==> config.mk <==
export PLATFORM = sky130hd
export DESIGN_NAME = div_exec_unit
export DESIGN_NICKNAME = d
export VERILOG_FILES = /design/src/rtl/div_pkg.sv /design/src/rtl/pipe_pkg.sv /design/src/rtl/div_exec_unit.sv /design/src/rtl/div_issue_ctrl.sv /design/src/rtl/divider.sv /design/src/rtl/leading_one_finder.sv
export VERILOG_INCLUDE_DIRS = /design/src /design/src/rtl
export SDC_FILE = /design/constraint.sdc
export NUM_CORES = 1
export LEC_CHECK = 0
export BUFFER_PORTS_ARGS = -buffer_cell sky130_fd_sc_hd__buf_2
export CORE_ASPECT_RATIO = 0.8
export CORE_MARGIN = 4
export CORE_UTILIZATION = 63
export CTS_BUF_LIST = sky130_fd_sc_hd__clkbuf_2
export DETAILED_ROUTE_END_ITERATION = 12
export PLACE_DENSITY = 0.82
export SLEW_MARGIN = 20
export SYNTH_ARGS = -nofsm -noshare
export SYNTH_HDL_FRONTEND = slang
export SYNTH_SLANG_ARGS = --single-unit
export TNS_END_PERCENT = 50
==> constraint.sdc <==
create_clock -name clk -period 8.4 [get_ports clk]
set_input_delay 0.84 -clock clk [delete_from_list [all_inputs] [get_ports clk]]
set_output_delay 0.84 -clock clk [all_outputs]
set_load 0.01 [all_outputs]
==> src/rtl/div_macros.svh <==
`ifndef DIV_MACROS_SVH
`define DIV_MACROS_SVH

// ====================
// Divider datapath sizes
// ====================

`define DIV_WIDTH 32
`define DIV_CNT_W 6
`define REG_IDX_W 5

`endif

==> src/rtl/div_pkg.sv <==
package div_pkg;

    typedef enum logic [4:0]
    {
        DIVW  = 5'd0,  // Signed quotient.
        MODW  = 5'd1,  // Signed remainder.
        DIVWU = 5'd2,  // Unsigned quotient.
        MODWU = 5'd3   // Unsigned remainder.
    } div_op_e;

    typedef enum logic [2:0]
    {
        IDLE    = 3'd0,
        LOAD    = 3'd1,
        ALIGN   = 3'd2,
        ITERATE = 3'd3,
        FINISH  = 3'd4
    } div_state_e;

    function automatic logic op_is_signed(input div_op_e op);
        return (op == DIVW) || (op == MODW);
    endfunction

    function automatic logic op_is_rem(input div_op_e op);
        return (op == MODW) || (op == MODWU);
    endfunction

endpackage

==> src/rtl/pipe_pkg.sv <==
`include "div_macros.svh"

package pipe_pkg;

    // ====================
    // Issue routing
    // ====================

    typedef enum logic [3:0]
    {
        UNIT_ALU = 4'd0,  // Integer ALU.
        UNIT_MUL = 4'd1,  // Multiplier.
        UNIT_DIV = 4'd2,  // The only unit taken by this slice.
        UNIT_LSU = 4'd3   // Load/store.
    } unit_type_e;

    typedef logic [`REG_IDX_W-1:0] reg_idx_t;

endpackage

==> src/rtl/div_exec_unit.sv <==
`timescale 1ns/10ps
`include "div_macros.svh"

module div_exec_unit
(
    input  logic                  clk,
    input  logic                  rst,
    input  logic                  id_valid,
    input  pipe_pkg::unit_type_e  id_type,
    input  logic [4:0]            id_subtype,
    input  logic [`DIV_WIDTH-1:0] id_din1,
    input  logic [`DIV_WIDTH-1:0] id_din2,
    input  pipe_pkg::reg_idx_t    id_dest,
    input  logic                  ex_flush,
    input  logic                  wb_stall,
    output logic                  id_stall,
    output logic                  wb_valid,
    output pipe_pkg::reg_idx_t    wb_dest,
    output logic [`DIV_WIDTH-1:0] wb_data
);

    import div_pkg::*;

    logic                  div_start;
    div_op_e               div_op;
    logic [`DIV_WIDTH-1:0] div_din1;
    logic [`DIV_WIDTH-1:0] div_din2;
    logic                  div_busy;
    logic                  div_done;
    logic [`DIV_WIDTH-1:0] div_result;
    logic [`DIV_WIDTH-1:0] rem_word;
    logic [`DIV_WIDTH-1:0] dsr_word;
    logic [4:0]            rem_msb;
    logic [4:0]            dsr_msb;

    div_issue_ctrl issue_i
    (
        .clk        (clk),
        .rst        (rst),
        .id_valid   (id_valid),
        .id_type    (id_type),
        .id_subtype (id_subtype),
        .id_din1    (id_din1),
        .id_din2    (id_din2),
        .id_dest    (id_dest),
        .ex_flush   (ex_flush),
        .wb_stall   (wb_stall),
        .div_busy   (div_busy),
        .div_done   (div_done),
        .div_result (div_result),
        .id_stall   (id_stall),
        .div_start  (div_start),
        .div_op     (div_op),
        .div_din1   (div_din1),
        .div_din2   (div_din2),
        .wb_valid   (wb_valid),
        .wb_dest    (wb_dest),
        .wb_data    (wb_data)
    );

    divider div_i
    (
        .clk      (clk),
        .rst      (rst),
        .start    (div_start),
        .flush    (ex_flush),
        .hold     (wb_stall),
        .op       (div_op),
        .din1     (div_din1),
        .din2     (div_din2),
        .rem_msb  (rem_msb),
        .dsr_msb  (dsr_msb),
        .rem_word (rem_word),
        .dsr_word (dsr_word),
        .busy     (div_busy),
        .done     (div_done),
        .dout     (div_result)
    );

    leading_one_finder rem_lof_i
    (
        .din (rem_word),
        .n   (rem_msb)
    );

    leading_one_finder dsr_lof_i
    (
        .din (dsr_word),
        .n   (dsr_msb)
    );

endmodule

==> src/rtl/div_issue_ctrl.sv <==
`timescale 1ns/10ps
`include "div_macros.svh"

module div_issue_ctrl
(
    input  logic                  clk,
    input  logic                  rst,
    input  logic                  id_valid,
    input  pipe_pkg::unit_type_e  id_type,
    input  logic [4:0]            id_subtype,
    input  logic [`DIV_WIDTH-1:0] id_din1,
    input  logic [`DIV_WIDTH-1:0] id_din2,
    input  pipe_pkg::reg_idx_t    id_dest,
    input  logic                  ex_flush,
    input  logic                  wb_stall,
    input  logic                  div_busy,
    input  logic                  div_done,
    input  logic [`DIV_WIDTH-1:0] div_result,
    output logic                  id_stall,
    output logic                  div_start,
    output div_pkg::div_op_e      div_op,
    output logic [`DIV_WIDTH-1:0] div_din1,
    output logic [`DIV_WIDTH-1:0] div_din2,
    output logic                  wb_valid,
    output pipe_pkg::reg_idx_t    wb_dest,
    output logic [`DIV_WIDTH-1:0] wb_data
);

    import pipe_pkg::*;
    import div_pkg::*;

    logic       idex_valid;
    unit_type_e idex_type;
    reg_idx_t   idex_dest;
    reg_idx_t   run_dest;   // Destination of the running division.
    logic       accept;

    // Same condition the divider uses to leave IDLE.
    assign div_start = idex_valid && (idex_type == UNIT_DIV);
    assign accept    = div_start && !div_busy && !wb_stall && !ex_flush;
    assign id_stall  = div_start && !accept;

    always_ff @(posedge clk)
    begin
        if (rst)
        begin
            idex_valid <= 1'b0;
            wb_valid   <= 1'b0;
        end
        else
        begin
            if (ex_flush)
                idex_valid <= 1'b0;
            else if (!id_stall)
                idex_valid <= id_valid;  // Other unit types drop out next cycle.
            wb_valid <= div_done && !ex_flush;
        end
    end

    always_ff @(posedge clk)
    begin
        if (id_valid && !id_stall)
        begin
            idex_type <= id_type;
            div_op    <= div_op_e'(id_subtype);
            div_din1  <= id_din1;
            div_din2  <= id_din2;
            idex_dest <= id_dest;
        end
        if (accept)
            run_dest <= idex_dest;
        if (div_done)
        begin
            wb_dest <= run_dest;
            wb_data <= div_result;
        end
    end

endmodule

==> src/rtl/divider.sv <==
`timescale 1ns/10ps
`include "div_macros.svh"

module divider
(
    input  logic                  clk,
    input  logic                  rst,
    input  logic                  start,
    input  logic                  flush,
    input  logic                  hold,
    input  div_pkg::div_op_e      op,
    input  logic [`DIV_WIDTH-1:0] din1,
    input  logic [`DIV_WIDTH-1:0] din2,
    input  logic [4:0]            rem_msb,
    input  logic [4:0]            dsr_msb,
    output logic [`DIV_WIDTH-1:0] rem_word,
    output logic [`DIV_WIDTH-1:0] dsr_word,
    output logic                  busy,
    output logic                  done,
    output logic [`DIV_WIDTH-1:0] dout
);

    import div_pkg::*;

    localparam int MSB = `DIV_WIDTH - 1;

    div_state_e            state;
    div_op_e               op_q;
    logic [`DIV_WIDTH-1:0] dvd_q;    // Dividend as issued.
    logic [`DIV_WIDTH-1:0] dvs_q;    // Divisor as issued.
    logic [`DIV_WIDTH-1:0] rem;      // Working remainder magnitude.
    logic [`DIV_WIDTH-1:0] dsr;      // Divisor magnitude.
    logic [`DIV_WIDTH-1:0] quo;
    logic [`DIV_CNT_W-1:0] cnt;      // Signed remaining shift.
    logic                  neg_quo;
    logic                  neg_rem;

    logic                  sgn;
    logic [`DIV_CNT_W-1:0] align_cnt;
    logic [`DIV_WIDTH:0]   trial;
    logic [`DIV_WIDTH-1:0] quo_out;
    logic [`DIV_WIDTH-1:0] rem_out;

    assign busy     = (state != IDLE);
    assign rem_word = rem;
    assign dsr_word = dsr;
    assign sgn      = op_is_signed(op_q);

    // Negative when the remainder's top bit sits below the divisor's.
    assign align_cnt = {1'b0, rem_msb} - {1'b0, dsr_msb};

    // One restoring step against the divisor shifted by the current count.
    assign trial = {1'b0, rem} - ({1'b0, dsr} << cnt[4:0]);

    assign quo_out = neg_quo ? (`DIV_WIDTH'(0) - quo) : quo;
    assign rem_out = neg_rem ? (`DIV_WIDTH'(0) - rem) : rem;

    // ====================
    // Control
    // ====================

    always_ff @(posedge clk)
    begin
        done <= 1'b0;
        if (rst || flush)
        begin
            state <= IDLE;
        end
        else
        begin
            case (state)
                IDLE:
                begin
                    if (start && !hold)
                        state <= LOAD;
                end
                LOAD:
                begin
                    if (dvs_q == '0)
                        state <= FINISH;  // Divide by zero needs no steps.
                    else
                        state <= ALIGN;
                end
                ALIGN:
                begin
                    if (align_cnt[`DIV_CNT_W-1] || (rem < dsr))
                        state <= FINISH;  // Quotient is zero.
                    else
                        state <= ITERATE;
                end
                ITERATE:
                begin
                    if (cnt == '0)
                        state <= FINISH;
                end
                FINISH:
                begin
                    state <= IDLE;
                    done  <= 1'b1;
                end
                default:
                begin
                    state <= IDLE;
                end
            endcase
        end
    end

    // ====================
    // Datapath
    // ====================

    always_ff @(posedge clk)
    begin
        case (state)
            IDLE:
            begin
                if (start)
                begin
                    op_q  <= op;
                    dvd_q <= din1;
                    dvs_q <= din2;
                end
            end
            LOAD:
            begin
                quo <= '0;
                dsr <= (sgn && dvs_q[MSB]) ? (`DIV_WIDTH'(0) - dvs_q) : dvs_q;
                if (dvs_q == '0)
                begin
                    quo     <= '1;
                    rem     <= dvd_q;
                    neg_quo <= 1'b0;
                    neg_rem <= 1'b0;
                end
                else
                begin
                    rem     <= (sgn && dvd_q[MSB]) ? (`DIV_WIDTH'(0) - dvd_q) : dvd_q;
                    neg_quo <= sgn && (dvd_q[MSB] ^ dvs_q[MSB]);
                    neg_rem <= sgn && dvd_q[MSB];  // Remainder follows the dividend.
                end
            end
            ALIGN:
            begin
                cnt <= align_cnt;
            end
            ITERATE:
            begin
                cnt <= cnt - `DIV_CNT_W'(1);
                quo <= {quo[MSB-1:0], ~trial[`DIV_WIDTH]};
                if (!trial[`DIV_WIDTH])
                    rem <= trial[MSB:0];
            end
            FINISH:
            begin
                if (op_is_rem(op_q))
                    dout <= rem_out;
                else
                    dout <= quo_out;
            end
            default:
            begin
            end
        endcase
    end

endmodule

==> src/rtl/leading_one_finder.sv <==
`timescale 1ns/10ps
`include "div_macros.svh"

module leading_one_finder
(
    input  logic [`DIV_WIDTH-1:0] din,
    output logic [4:0]            n
);

    logic [15:0] win16;
    logic [7:0]  win8;
    logic [3:0]  win4;
    logic [1:0]  win2;

    // Each step keeps the upper half when it holds a one.
    always_comb
    begin
        n[4] = |din[31:16];
        if (n[4])
            win16 = din[31:16];
        else
            win16 = din[15:0];

        n[3] = |win16[15:8];
        if (n[3])
            win8 = win16[15:8];
        else
            win8 = win16[7:0];

        n[2] = |win8[7:4];
        if (n[2])
            win4 = win8[7:4];
        else
            win4 = win8[3:0];

        n[1] = |win4[3:2];
        if (n[1])
            win2 = win4[3:2];
        else
            win2 = win4[1:0];

        n[0] = win2[1];  // Zero input falls through to 0.
    end

endmodule

==> results of run 1 <==
## critical path, cell delays in order (launching register included)
cell and delay (ns):
edfxtp_1 0.35, buf_4 0.45, clkinv_1 0.41, mux4_2 0.57, mux2i_1 0.21, nor2_1 0.07, a21oi_1 0.17, nand2_1 0.12
ha_1 0.42, and3_1 0.23, and2_1 0.18, o2111ai_1 0.20, a31oi_1 0.10, o31ai_1 0.57, o211ai_1 0.19, a211oi_1 0.52
a21oi_2 0.11, buf_4 0.27
## cell families (layout without fill, tap and decap cells)
group / count (synthesis) / count (layout)
AND/OR/NAND/NOR: 453 / 453
AO/OA/AOI/OAI: 425 / 425
flip-flops: 331 / 331
XOR/XNOR: 147 / 147
buffers and inverters: 129 / 346
adder cells (fa/ha/maj): 76 / 76
multiplexers: 54 / 54
other: 0 / 1
## cell type report
type | instances | area share (%)
Sequential cell | 331 | 49.0
Clock inverter | 16 | 0.633
Multi-Input combinational cell | 1155 | 40.0
Timing Repair Buffer | 140 | 3.71
Clock buffer | 125 | 3.10
Antenna cell | 1 | 0.0124
Inverter | 65 | 1.21
Tap cell | 370 | 2.30
## stage by stage
stage	std cells	hold slack [ns]	utilization, %	setup WS (ns)
floorplan	1615	0.400	-	2.57
global placement	2061	0.401	67.9	3.24
detailed placement	2061	0.405	67.9	3.06
CTS	2202	0.00872	70.5	2.96
global route	2203	0.0102	70.6	2.52
finish	2203	0.0796	70.6	2.86
## placed cells by master, fill, tap and decap left out, drive strengths merged, types with 6 or more instances in the layout
cell type	n
nand2b	19
or3	12
mux2i	28
o31ai	33
nand4	9
edfxtp	325
o211ai	7
nor2	123
o21a	8
ha	74
and3	16
clkbuf	125
nor3	31
a31oi	17
nor4	13
xnor2	70
and2	8
o41ai	18
nand3	23
xor2	77
nand2	156
buf	140
dfxtp	6
a21oi	117
clkinv	13
a21o	61
or2	7
inv	65
nor2b	6
a211oi	16
a2111oi	6
o21ai	102
mux4	22
or4	17
## sequential cells by signal (all words and copies together), names as in the netlist, 3 cells and up
name               flops
div_i.cnt              6
div_i.dout            32
div_i.dsr_word        32
div_i.dvd_q           32
div_i.dvs_q           32
div_i.op_q             5
div_i.quo             32
div_i.rem_word        32
div_i.state            3
issue_i.div_din1      32
issue_i.div_din2      32
issue_i.div_op         5
issue_i.idex_dest      5
issue_i.idex_type      4
issue_i.run_dest       5
issue_i.wb_data       32
issue_i.wb_dest        5
## routing by layer
layer / part of all wire (%) / vias up
li1: - / 6452
met5: 0 / -
met2: 45 / 734
met3: 11 / 100
met4: 2.6 / 0
met1: 42 / 6664
## where the power goes
part	switching [uW]	internal [uW]	total (uW)
sequential	7.50	1820	1830
clock	619	453	1070
combinational	19.2	17.6	36.8
## path summary, 6_finish.rpt
| check | from | end | slack (ns) | cells past startpoint |
|---|---|---|---|---|
| setup / recovery | div_i.cnt[0]$_DFFE_PP_ | div_i.rem_word[29]$_DFFE_PP_ | 2.86 | 17 |
| hold / removal | id_din2[16] | issue_i.div_din2[16]$_DFFE_PP_ | 0.08 | 1 |
| setup reg to reg | div_i.cnt[0]$_DFFE_PP_ | div_i.rem_word[29]$_DFFE_PP_ | 2.86 | 17 |
| hold reg to reg | issue_i.div_din2[17]$_DFFE_PP_ | div_i.dvs_q[17]$_DFFE_PP_ | 0.35 | 0 |
==> summary.md, run 1 <==
| Metric | Value |
|---|---|
| Area contributors post-synth | `edfxtp_1 (53%), ha_1 (5.0%), xor2_1 (3.7%)` |
| GR Util All Layers | `28.7%` |
| # IOs | `122` |
| Antenna Nets Post-Route | `0` |
| Synth Area per Inst | `11.4 um2` |
| Status | `finished clean` |
| Reg clk slew, reported paths | `0.11 ns` |
| Core area | `0.0286 mm2` |
| Largest net degree at the start of global routing | `74` |
| Worst Setup Start Kind | `register` |
| Mapped Area | `0.0184 mm2` |
| CP arrival | `6.14 ns` |
| CP Max Fanout | `41` |
| Fmax | `180 MHz` |
| Area growth syn-to-layout | `9.44%` |
| Yosys warns | `0` |
| Hold Vio Cnt, Final | `0` |
| Initial drt markers | `1538` |
| Congestion Overflow GR | `0` |
| Clock sinks | `331` |
| Vias in the first global route | `13225` |
| CTS tree | `yes` |
| Largest family of logic cells by synthesized area | `compound AO/OA/AOI/OAI gates` |
| Worst-Margin Slew | `1.08 ns` |
| FF+latch area | `0.00988 mm2` |
| Critical path capture point type | `register` |
| Worst-Skew Late Latency | `0.94 ns` |
| Met2 Use GR | `43.2%` |
| #FFs+latches synth | `331` |
| DR WL/cell | `21.0 um` |
| Synth Net Count | `1774` |
| WL final | `46400 um` |
| Commonest cells post-synth | `edfxtp_1 (325), nand2_1 (154), nor2_1 (121), a21oi_1 (117), o21ai_0 (96)` |
| Post-synth cell types | `83` |
| DIE AREA | `0.0321 mm2` |
| Multi-input logic area | `0.00807 mm2` |
| Post-CTS sizing | `0` |
| Power Dens Cells | `146 mW/mm2` |
| Max_cap viols | `0` |
| Fin crit share | `66.0%` |
| Primary FF master, synth | `edfxtp_1` |
| Xor/xnor share of the synthesized area | `6.99%` |
| Placer Congestion | `0.969` |
| Path type of the worst setup path | `reg2reg` |
| Htree depth | `3` |
| Post-synth top area share | `53.0%` |
| Post-synthesis sequential area ratio | `53.6%` |
| Die Wd | `199 um` |
| DRC Markers | `0` |
| Cells after Synth | `1615` |
| Share of synthesized registers carrying an async set or reset | `0%` |
| Layout Nets | `1931` |
| M1 GR Usage | `40.9%` |
| Most common cell in the netlist | `edfxtp_1` |
| WP data required | `8.99 ns` |
| Mux share of post-synthesis cell area | `4.46%` |
| Clk buf depth | `3` |
| Layout fillers | `2084` |
| Postcts setup bufs | `0` |
| Post-layout min period | `5.54 ns` |
| Clock Skew | `0.0877 ns` |
| Synth Area in Compound Gates | `14.8%` |
| Number of port buffers | `121` |
| Type of the worst min-delay path | `in2reg` |
| Final setup fails | `0` |
| Drt via density | `6.33` |
| Tot Pwr | `2940 uW` |
| GRT busiest layer | `met2` |
| Share of layout cells above drive strength 1 | `18.6%` |
| Initial antenna violation count | `1` |
| Root Buffer | `clkbuf_2` |
| Yosys top cell by area | `edfxtp_1` |
| Die Ht | `161 um` |
| Number of synthesized flops with an enable pin | `325` |
| Starting density of the core | `64.5%` |
| First-pass GRT wire length | `71700 um` |
| GR Util met3 | `8.07%` |
| Post-DP HPWL | `34300 um` |
| Cts hold-fix bufs | `0` |
| Cell area after layout | `0.0202 mm2` |
| Final number of max-transition violations | `0` |
| DP Area | `0.0194 mm2` |
| Maximum VDD drop | `0.152 mV` |
| Core Rows | `55` |
| Pleak | `0.00781 uW` |
| Setup TNS | `0 ns` |
| DR vias | `13950` |
| RSZ-0062 raised after global routing | `no` |
| Relative slew slack | `27.6%` |
| Post-Synth Simple-Gate Area | `12.0%` |
| Post-Synth Adder-Cell Area | `5.24%` |
| DRT Pass-1 Iters | `6` |
| Num CTS Buffers | `79` |
Power figures use the tool's default switching activity.
==> run 2, diff against run 1 <==
--- a/config.mk
+++ b/config.mk
@@ -6,13 +6,14 @@
 export SDC_FILE = /design/constraint.sdc
 export NUM_CORES = 1
 export LEC_CHECK = 0
+export ABC_AREA = 1
 export BUFFER_PORTS_ARGS = -buffer_cell sky130_fd_sc_hd__buf_2
 export CORE_ASPECT_RATIO = 0.8
 export CORE_MARGIN = 4
-export CORE_UTILIZATION = 63
+export CORE_UTILIZATION = 57
 export CTS_BUF_LIST = sky130_fd_sc_hd__clkbuf_2
 export DETAILED_ROUTE_END_ITERATION = 12
-export PLACE_DENSITY = 0.82
+export PLACE_DENSITY = 0.79
 export SLEW_MARGIN = 20
 export SYNTH_ARGS = -nofsm -noshare
 export SYNTH_HDL_FRONTEND = slang
==> constraint.sdc (replaced) <==
create_clock -name clk -period 4.86 [get_ports clk]
set_input_delay 0.486 -clock clk [delete_from_list [all_inputs] [get_ports clk]]
set_output_delay 0.486 -clock clk [all_outputs]
set_load 0.01 [all_outputs]
==> run 2 against run 1 <==
  * Sequential power increased by 73%
  * Power is 78% higher
  * Synthesized area rose by 5.3%
  * Synthesized cell count up 37%
  * Die area grew 16%
  * Final cell count rose by 35%
  * Non-clock buffer count grew 106
  * Clock-buffer cell count down 13
  * Design area is 10% higher
  * Wire length increased by 27%
==> summary.md, run 2 <==
| Metric | Value |
|---|---|
| Synth Net Count | `2368` |
| Primary FF master, synth | `edfxtp_1` |
| Setup TNS | `0 ns` |
| Cell mode on critical path | `nand2_1` |
| #FFs+latches synth | `331` |
| Clock Skew | `0.0840 ns` |
| Multi-input logic area | `0.00827 mm2` |
| Die Ht | `173 um` |
| Post-layout min period | `4.33 ns` |
| Final number of max-transition violations | `0` |
| Fin crit share | `89.2%` |
| Post-CTS sizing | `0` |
| RSZ-0062 raised after global routing | `no` |
| GR Util All Layers | `31.3%` |
| Final setup fails | `0` |
| CP Launch Point | `div_i.cnt[2]$_DFFE_PP_` |
| DRC Markers | `0` |
| Mapped Area | `0.0194 mm2` |
| Yosys warns | `0` |
| Layout fillers | `2774` |
| Clk buf depth | `3` |
| Final std cells w/o fill | `2968` |
| WL final | `58700 um` |
| Number of port buffers | `121` |
| DRT Pass-1 Iters | `6` |
| Post-synthesis sequential area ratio | `50.9%` |
| Reg-to-reg endpoint | `div_i.rem_word[28]$_DFFE_PP_` |
| Initial drt markers | `2075` |
| Area contributors post-synth | `edfxtp_1 (50%), nand2_1 (9.2%), o21ai_0 (6.3%)` |
| Reg clk slew, reported paths | `0.12 ns` |
| Critical Path Sink | `div_i.rem_word[28]$_DFFE_PP_` |
| Clock sinks | `331` |
| Post-synth cell types | `54` |
| Yosys top cell by area | `edfxtp_1` |
| Core area | `0.0336 mm2` |
| Layout Nets | `2635` |
| Largest net degree at the start of global routing | `79` |
| CP Max Fanout | `17` |
| Placer Congestion | `1.05` |
| Relative slew slack | `33.8%` |
| Worst hold margin | `0.213 ns` |
| Share of synthesized registers carrying an async set or reset | `0%` |
| Antenna Nets Post-Route | `0` |
| Worst-Margin Slew | `0.993 ns` |
| Critical path capture point type | `register` |
| DR WL/cell | `19.8 um` |
| Most frequent cells in the layout | `nand2_1 (474), edfxtp_1 (325), inv_1 (261)` |
| Pleak | `0.00944 uW` |
| Fmax | `231 MHz` |
| Vias in the first global route | `16617` |
| Number of synthesized flops with an enable pin | `325` |
| Final WS setup | `0.526 ns` |
| Post-DP HPWL | `43300 um` |
| CP arrival | `5.00 ns` |
| Core Rows | `60` |
| Post-synth top area share | `50.3%` |
| Critical-path cell list | `nor2_1 -> clkinv_1 -> nor2_1 -> nand2_1 -> ha_1 -> nand2_1 -> o21ai_1 -> a21oi_1 -> o21ai_1 -> nand2_1 -> nand2_1 -> inv_1 -> o21bai_1 -> xnor2_1 -> nand2_1 -> nand2_1 -> buf_4` |
| Cells after Synth | `2209` |
| Root Buffer | `clkbuf_2` |
| Reg2reg start | `div_i.cnt[2]$_DFFE_PP_` |
| # IOs | `122` |
| Commonest cells post-synth | `nand2_1 (474), edfxtp_1 (325), inv_1 (262), o21ai_0 (244), nor2_1 (195)` |
| Path type of the worst setup path | `reg2reg` |
| Htree depth | `3` |
| FF+latch area | `0.00988 mm2` |
| Initial antenna violation count | `2` |
| Num CTS Buffers | `81` |
| Synth Area per Inst | `8.78 um2` |
| Type of the worst min-delay path | `in2reg` |
| Maximum VDD drop | `0.241 mV` |
| Power Dens Cells | `235 mW/mm2` |
| Most common cell after layout, fill and taps aside | `nand2_1` |
| Die Wd | `214 um` |
| Starting density of the core | `57.7%` |
| First-pass GRT wire length | `91600 um` |
| WP data required | `5.53 ns` |
| Max_cap viols | `0` |
| Slowest-stage cell, CP | `edfxtp_1` |
| Most common cell in the netlist | `nand2_1` |
| DP Cell Count | `2743` |
| Share of layout cells above drive strength 1 | `14.6%` |
| DR vias | `17179` |
| Post-place setup slack | `0.628 ns` |
| Congestion Overflow GR | `0` |
| CP max stage delay | `0.66 ns` |
| DIE AREA | `0.0371 mm2` |
| CTS tree | `yes` |
| Drt via density | `5.79` |
| Area growth syn-to-layout | `14.8%` |
| R2R cell count | `17` |
| Status | `finished clean` |
| Worst Setup Start Kind | `register` |
| Worst-Skew Late Latency | `1.00 ns` |
| Reg2reg setup slack | `0.53 ns` |
| Tot Pwr | `5230 uW` |
| Hold Vio Cnt, Final | `0` |
run 2: power breakdown:
group / total (uW) / switching, uW / internal (uW) / leakage, uW
logic: 125 / 50.1 / 75.1 / 0.00583
clock network: 1940 / 1150 / 795 / 0.000572
registers: 3160 / 13.1 / 3150 / 0.00304
run 2: kinds of logic (layout without fill, tap and decap cells):
logic type	Yosys count	after routing	share of synthesized area [%]
other cells	0	3	0
mux	12	12	0.619
flops	331	331	50.9
compound gates	451	451	12.6
fa+ha+maj	76	76	4.98
simple gates	956	956	22.0
xor+xnor	50	50	2.26
buf+inv	333	655	6.60
run 2: per-stage QoR:
stage | cell area [um2] | util, %
after global placement | 20600 | 61.4
after CTS | 22300 | 66.2
after global routing | 22300 | 66.2
after floorplan | 19400 | -
final | 22300 | 66.2
after detailed placement | 20600 | 61.4
run 2: how the worst min path moves through the flow:
stage	to	cells after the start	start
final	issue_i.div_din1[20]$_DFFE_PP_	2	id_din1[20]
after floorplan	div_i.dvd_q[0]$_DFFE_PP_	0	issue_i.div_din1[0]$_DFFE_PP_
after CTS	issue_i.div_din1[19]$_DFFE_PP_	2	id_din1[19]
after global routing	issue_i.div_din1[29]$_DFFE_PP_	2	id_din1[29]
after global placement	issue_i.wb_data[8]$_DFFE_PP_	0	div_i.dout[8]$_DFFE_PP_
after detailed placement	div_i.dvd_q[26]$_DFFE_PP_	0	issue_i.div_din1[26]$_DFFE_PP_
run 2: final cells by class:
cell class / instances / share of cell area, %
multi-input cells: 1545 / 37.1
flip-flops and latches: 331 / 44.4
well taps: 434 / 2.44
clock buffers: 112 / 2.52
inverters: 271 / 4.57
repair buffers: 246 / 7.99
diodes: 3 / 0.0337
clock inverters: 26 / 0.944
run 2: worst max-delay path, delay by kind of cell, from the launching register on:
family                   cells  cell delay [ns]
flip-flops                   1             0.66
AND/OR/NAND/NOR              8             1.23
XOR/XNOR                     1             0.14
adder cells (fa/ha/maj)      1             0.35
buffers and inverters        3             0.70
AO/OA/AOI/OAI                4             0.91
run 2: timing repair:
action,in CTS,in global routing
setup buffers,0,0
hold endpoints to repair,89,0
hold buffers,84,0
run 2: layer usage:
metal  global-route usage, %  part of all wire, %
met1                    45.3                   43
met2                    47.5                   43
met3                    7.64                   11
met4                    8.64                  2.5
met5                       0                    0
==> run 3, diff against run 2 <==
--- a/config.mk
+++ b/config.mk
@@ -6,7 +6,6 @@
 export SDC_FILE = /design/constraint.sdc
 export NUM_CORES = 1
 export LEC_CHECK = 0
-export ABC_AREA = 1
 export BUFFER_PORTS_ARGS = -buffer_cell sky130_fd_sc_hd__buf_2
 export CORE_ASPECT_RATIO = 0.8
 export CORE_MARGIN = 4
==> run 3 against run 2 <==
  * Worst setup slack got worse by 0.26 ns
  * Wire length decreased by 14%
  * Via count decreased by 15%
  * Register-to-register slack got worse by 0.26 ns
  * Critical path depth decreased by 1
  * Flip-flop and latch count unchanged
  * Sequential power about the same
  * First-iteration DRC count decreased by 28%
  * Combinational power about the same
  * Design area decreased by 2.7%
  * Die area decreased by 4.9%
  * Final cell count decreased by 19%
==> summary.md, run 3 (same netlist as run 1, synthesis figures left out) <==
| Metric | Value |
|---|---|
| Met3 WL | `5700 um` |
| Antenna Nets Post-Route | `0` |
| Final number of max-transition violations | `0` |
| Number of port buffers | `121` |
| Drt via density | `6.08` |
| Top delay family on crit path | `simple AND/OR/NAND/NOR gates` |
| WL final | `50500 um` |
| Final setup fails | `0` |
| DR vias | `14631` |
| Slowest-stage cell, CP | `edfxtp_1` |
| Bufs and invs on worst path | `1` |
| Met2 wire length | `23400 um` |
| Die Ht | `169 um` |
| Critical-path cell list | `or4_4 -> or3_4 -> or4_4 -> nor2_1 -> a2111oi_0 -> a21boi_0 -> inv_1 -> nand2_1 -> ha_1 -> nor2b_1 -> o21ai_0 -> a21oi_1 -> o21a_1 -> nor2_1 -> a2111o_1 -> a2111oi_0` |
| Post-DP HPWL | `36000 um` |
| Type of the worst min-delay path | `in2reg` |
| CP Max Fanout | `8` |
| # IOs | `122` |
| Largest net degree at the start of global routing | `70` |
| Setup TNS | `0 ns` |
| Status | `finished clean` |
| Area growth syn-to-layout | `17.6%` |
| Most frequent cells in the layout | `edfxtp_1 (325), nand2_1 (154), buf_2 (121)` |
| Core Rows | `58` |
| Core area | `0.0316 mm2` |
| Post-Route M1 WL | `19800 um` |
| Starting density of the core | `58.2%` |
| Tot Pwr | `5170 uW` |
| DR WL/cell | `21.0 um` |
| Power Dens Cells | `239 mW/mm2` |
| Clock Skew | `0.110 ns` |
| Critical path capture point type | `register` |
| Top Metal Used | `met4` |
| DRT Pass-1 Iters | `6` |
| CTS tree | `yes` |
| Initial antenna violation count | `1` |
| Num CTS Buffers | `82` |
| Placer Congestion | `1.03` |
| Most common cell after layout, fill and taps aside | `edfxtp_1` |
| Worst-Skew Late Latency | `0.95 ns` |
| Congestion Overflow GR | `0` |
| Clk buf depth | `3` |
| Layout Nets | `2093` |
| Fin crit share | `94.5%` |
| Initial drt markers | `1497` |
| Max_cap viols | `0` |
| Hold Vio Cnt, Final | `0` |
| Final WS setup | `0.267 ns` |
| Worst hold margin | `0.245 ns` |
| Worst Setup Start Kind | `register` |
| Share of layout cells above drive strength 1 | `20.3%` |
| DIE AREA | `0.0353 mm2` |
| Core Util, Final | `68.5%` |
| Worst-Margin Slew | `1.08 ns` |
| Post-place setup slack | `0.0462 ns` |
| Fmax | `218 MHz` |
| Vias in the first global route | `14425` |
| CP max stage delay | `0.60 ns` |
| Maximum VDD drop | `0.180 mV` |
| CP arrival | `5.37 ns` |
| GR Util All Layers | `28.0%` |
| RSZ-0062 raised after global routing | `no` |
| WP data required | `5.64 ns` |
| Post-layout min period | `4.59 ns` |
| Pleak | `0.00852 uW` |
| Die Wd | `209 um` |
| DRC Markers | `0` |
| Clock sinks | `331` |
| Reg clk slew, reported paths | `0.12 ns` |
| Path type of the worst setup path | `reg2reg` |
| Htree depth | `3` |
| Root Buffer | `clkbuf_2` |
| Relative slew slack | `28.2%` |
| First-pass GRT wire length | `77400 um` |
-- run 3: cell count changes in the layout (fill, tap and decap cells not counted), sizes merged, moves of 22 or more --
| cell | delta |
|---|---|
| nand3 | -114 |
| nand2 | -335 |
| buf | +52 |
| o21ai | -162 |
| o31ai | +25 |
| a21o | +52 |
| xnor2 | +54 |
| nor2 | -97 |
| xor2 | +43 |
| nor3 | -22 |
| inv | -199 |
| mux4 | +22 |
-- run 3: layout make-up --
cell class	instances	area, um2
timing repair buffer	298	2180
sequential	331	9880
fill	2354	9980
clock inverter	28	199
inverter	65	244
tap	420	526
multi-input combinational	1156	8090
antenna	1	2.50
clock buffer	108	541
-- run 3: what timing repair did --
| action | CTS | global route |
|---|---|---|
| buffers inserted | 0 | 4 |
| setup endpoints to repair | 0 | 33 |
| resized for setup | 0 | 3 |
| hold endpoints to repair | 101 | 0 |
| hold buffers | 84 | 0 |
-- run 3: layer usage --
layer | track usage [%] | up-vias
met4 | 9.05 | 0
met1 | 37.5 | 6900
met5 | 0 | -
met2 | 45.1 | 858
li1 | - | 6753
met3 | 7.34 | 120
-- run 3: per-stage QoR --
stage | area (um2) | instances
floorplan | 18400 | 1615
global placement | 20000 | 2181
detailed placement | 20000 | 2181
CTS | 21600 | 2401
global route | 21700 | 2407
finish | 21700 | 2407
-- run 3: power breakdown --
group          internal, uW  total (uW)  leakage, uW  switching [uW]
clock                   767        1880     0.000561            1120
combinational          76.5         124      0.00492            47.8
sequential             3150        3160      0.00304            13.1
-- run 3: final timing paths --
check | from | end | slack, ns | depth (start not counted)
max reg2reg | div_i.rem_word[24]$_DFFE_PP_ | div_i.state[1]$_SDFFE_PP0P_ | 0.27 | 16
max | div_i.rem_word[24]$_DFFE_PP_ | div_i.state[1]$_SDFFE_PP0P_ | 0.27 | 16
min | id_type[3] | issue_i.idex_type[3]$_DFFE_PP_ | 0.25 | 2
min reg2reg | issue_i.div_din1[9]$_DFFE_PP_ | div_i.dvd_q[9]$_DFFE_PP_ | 0.39 | 0
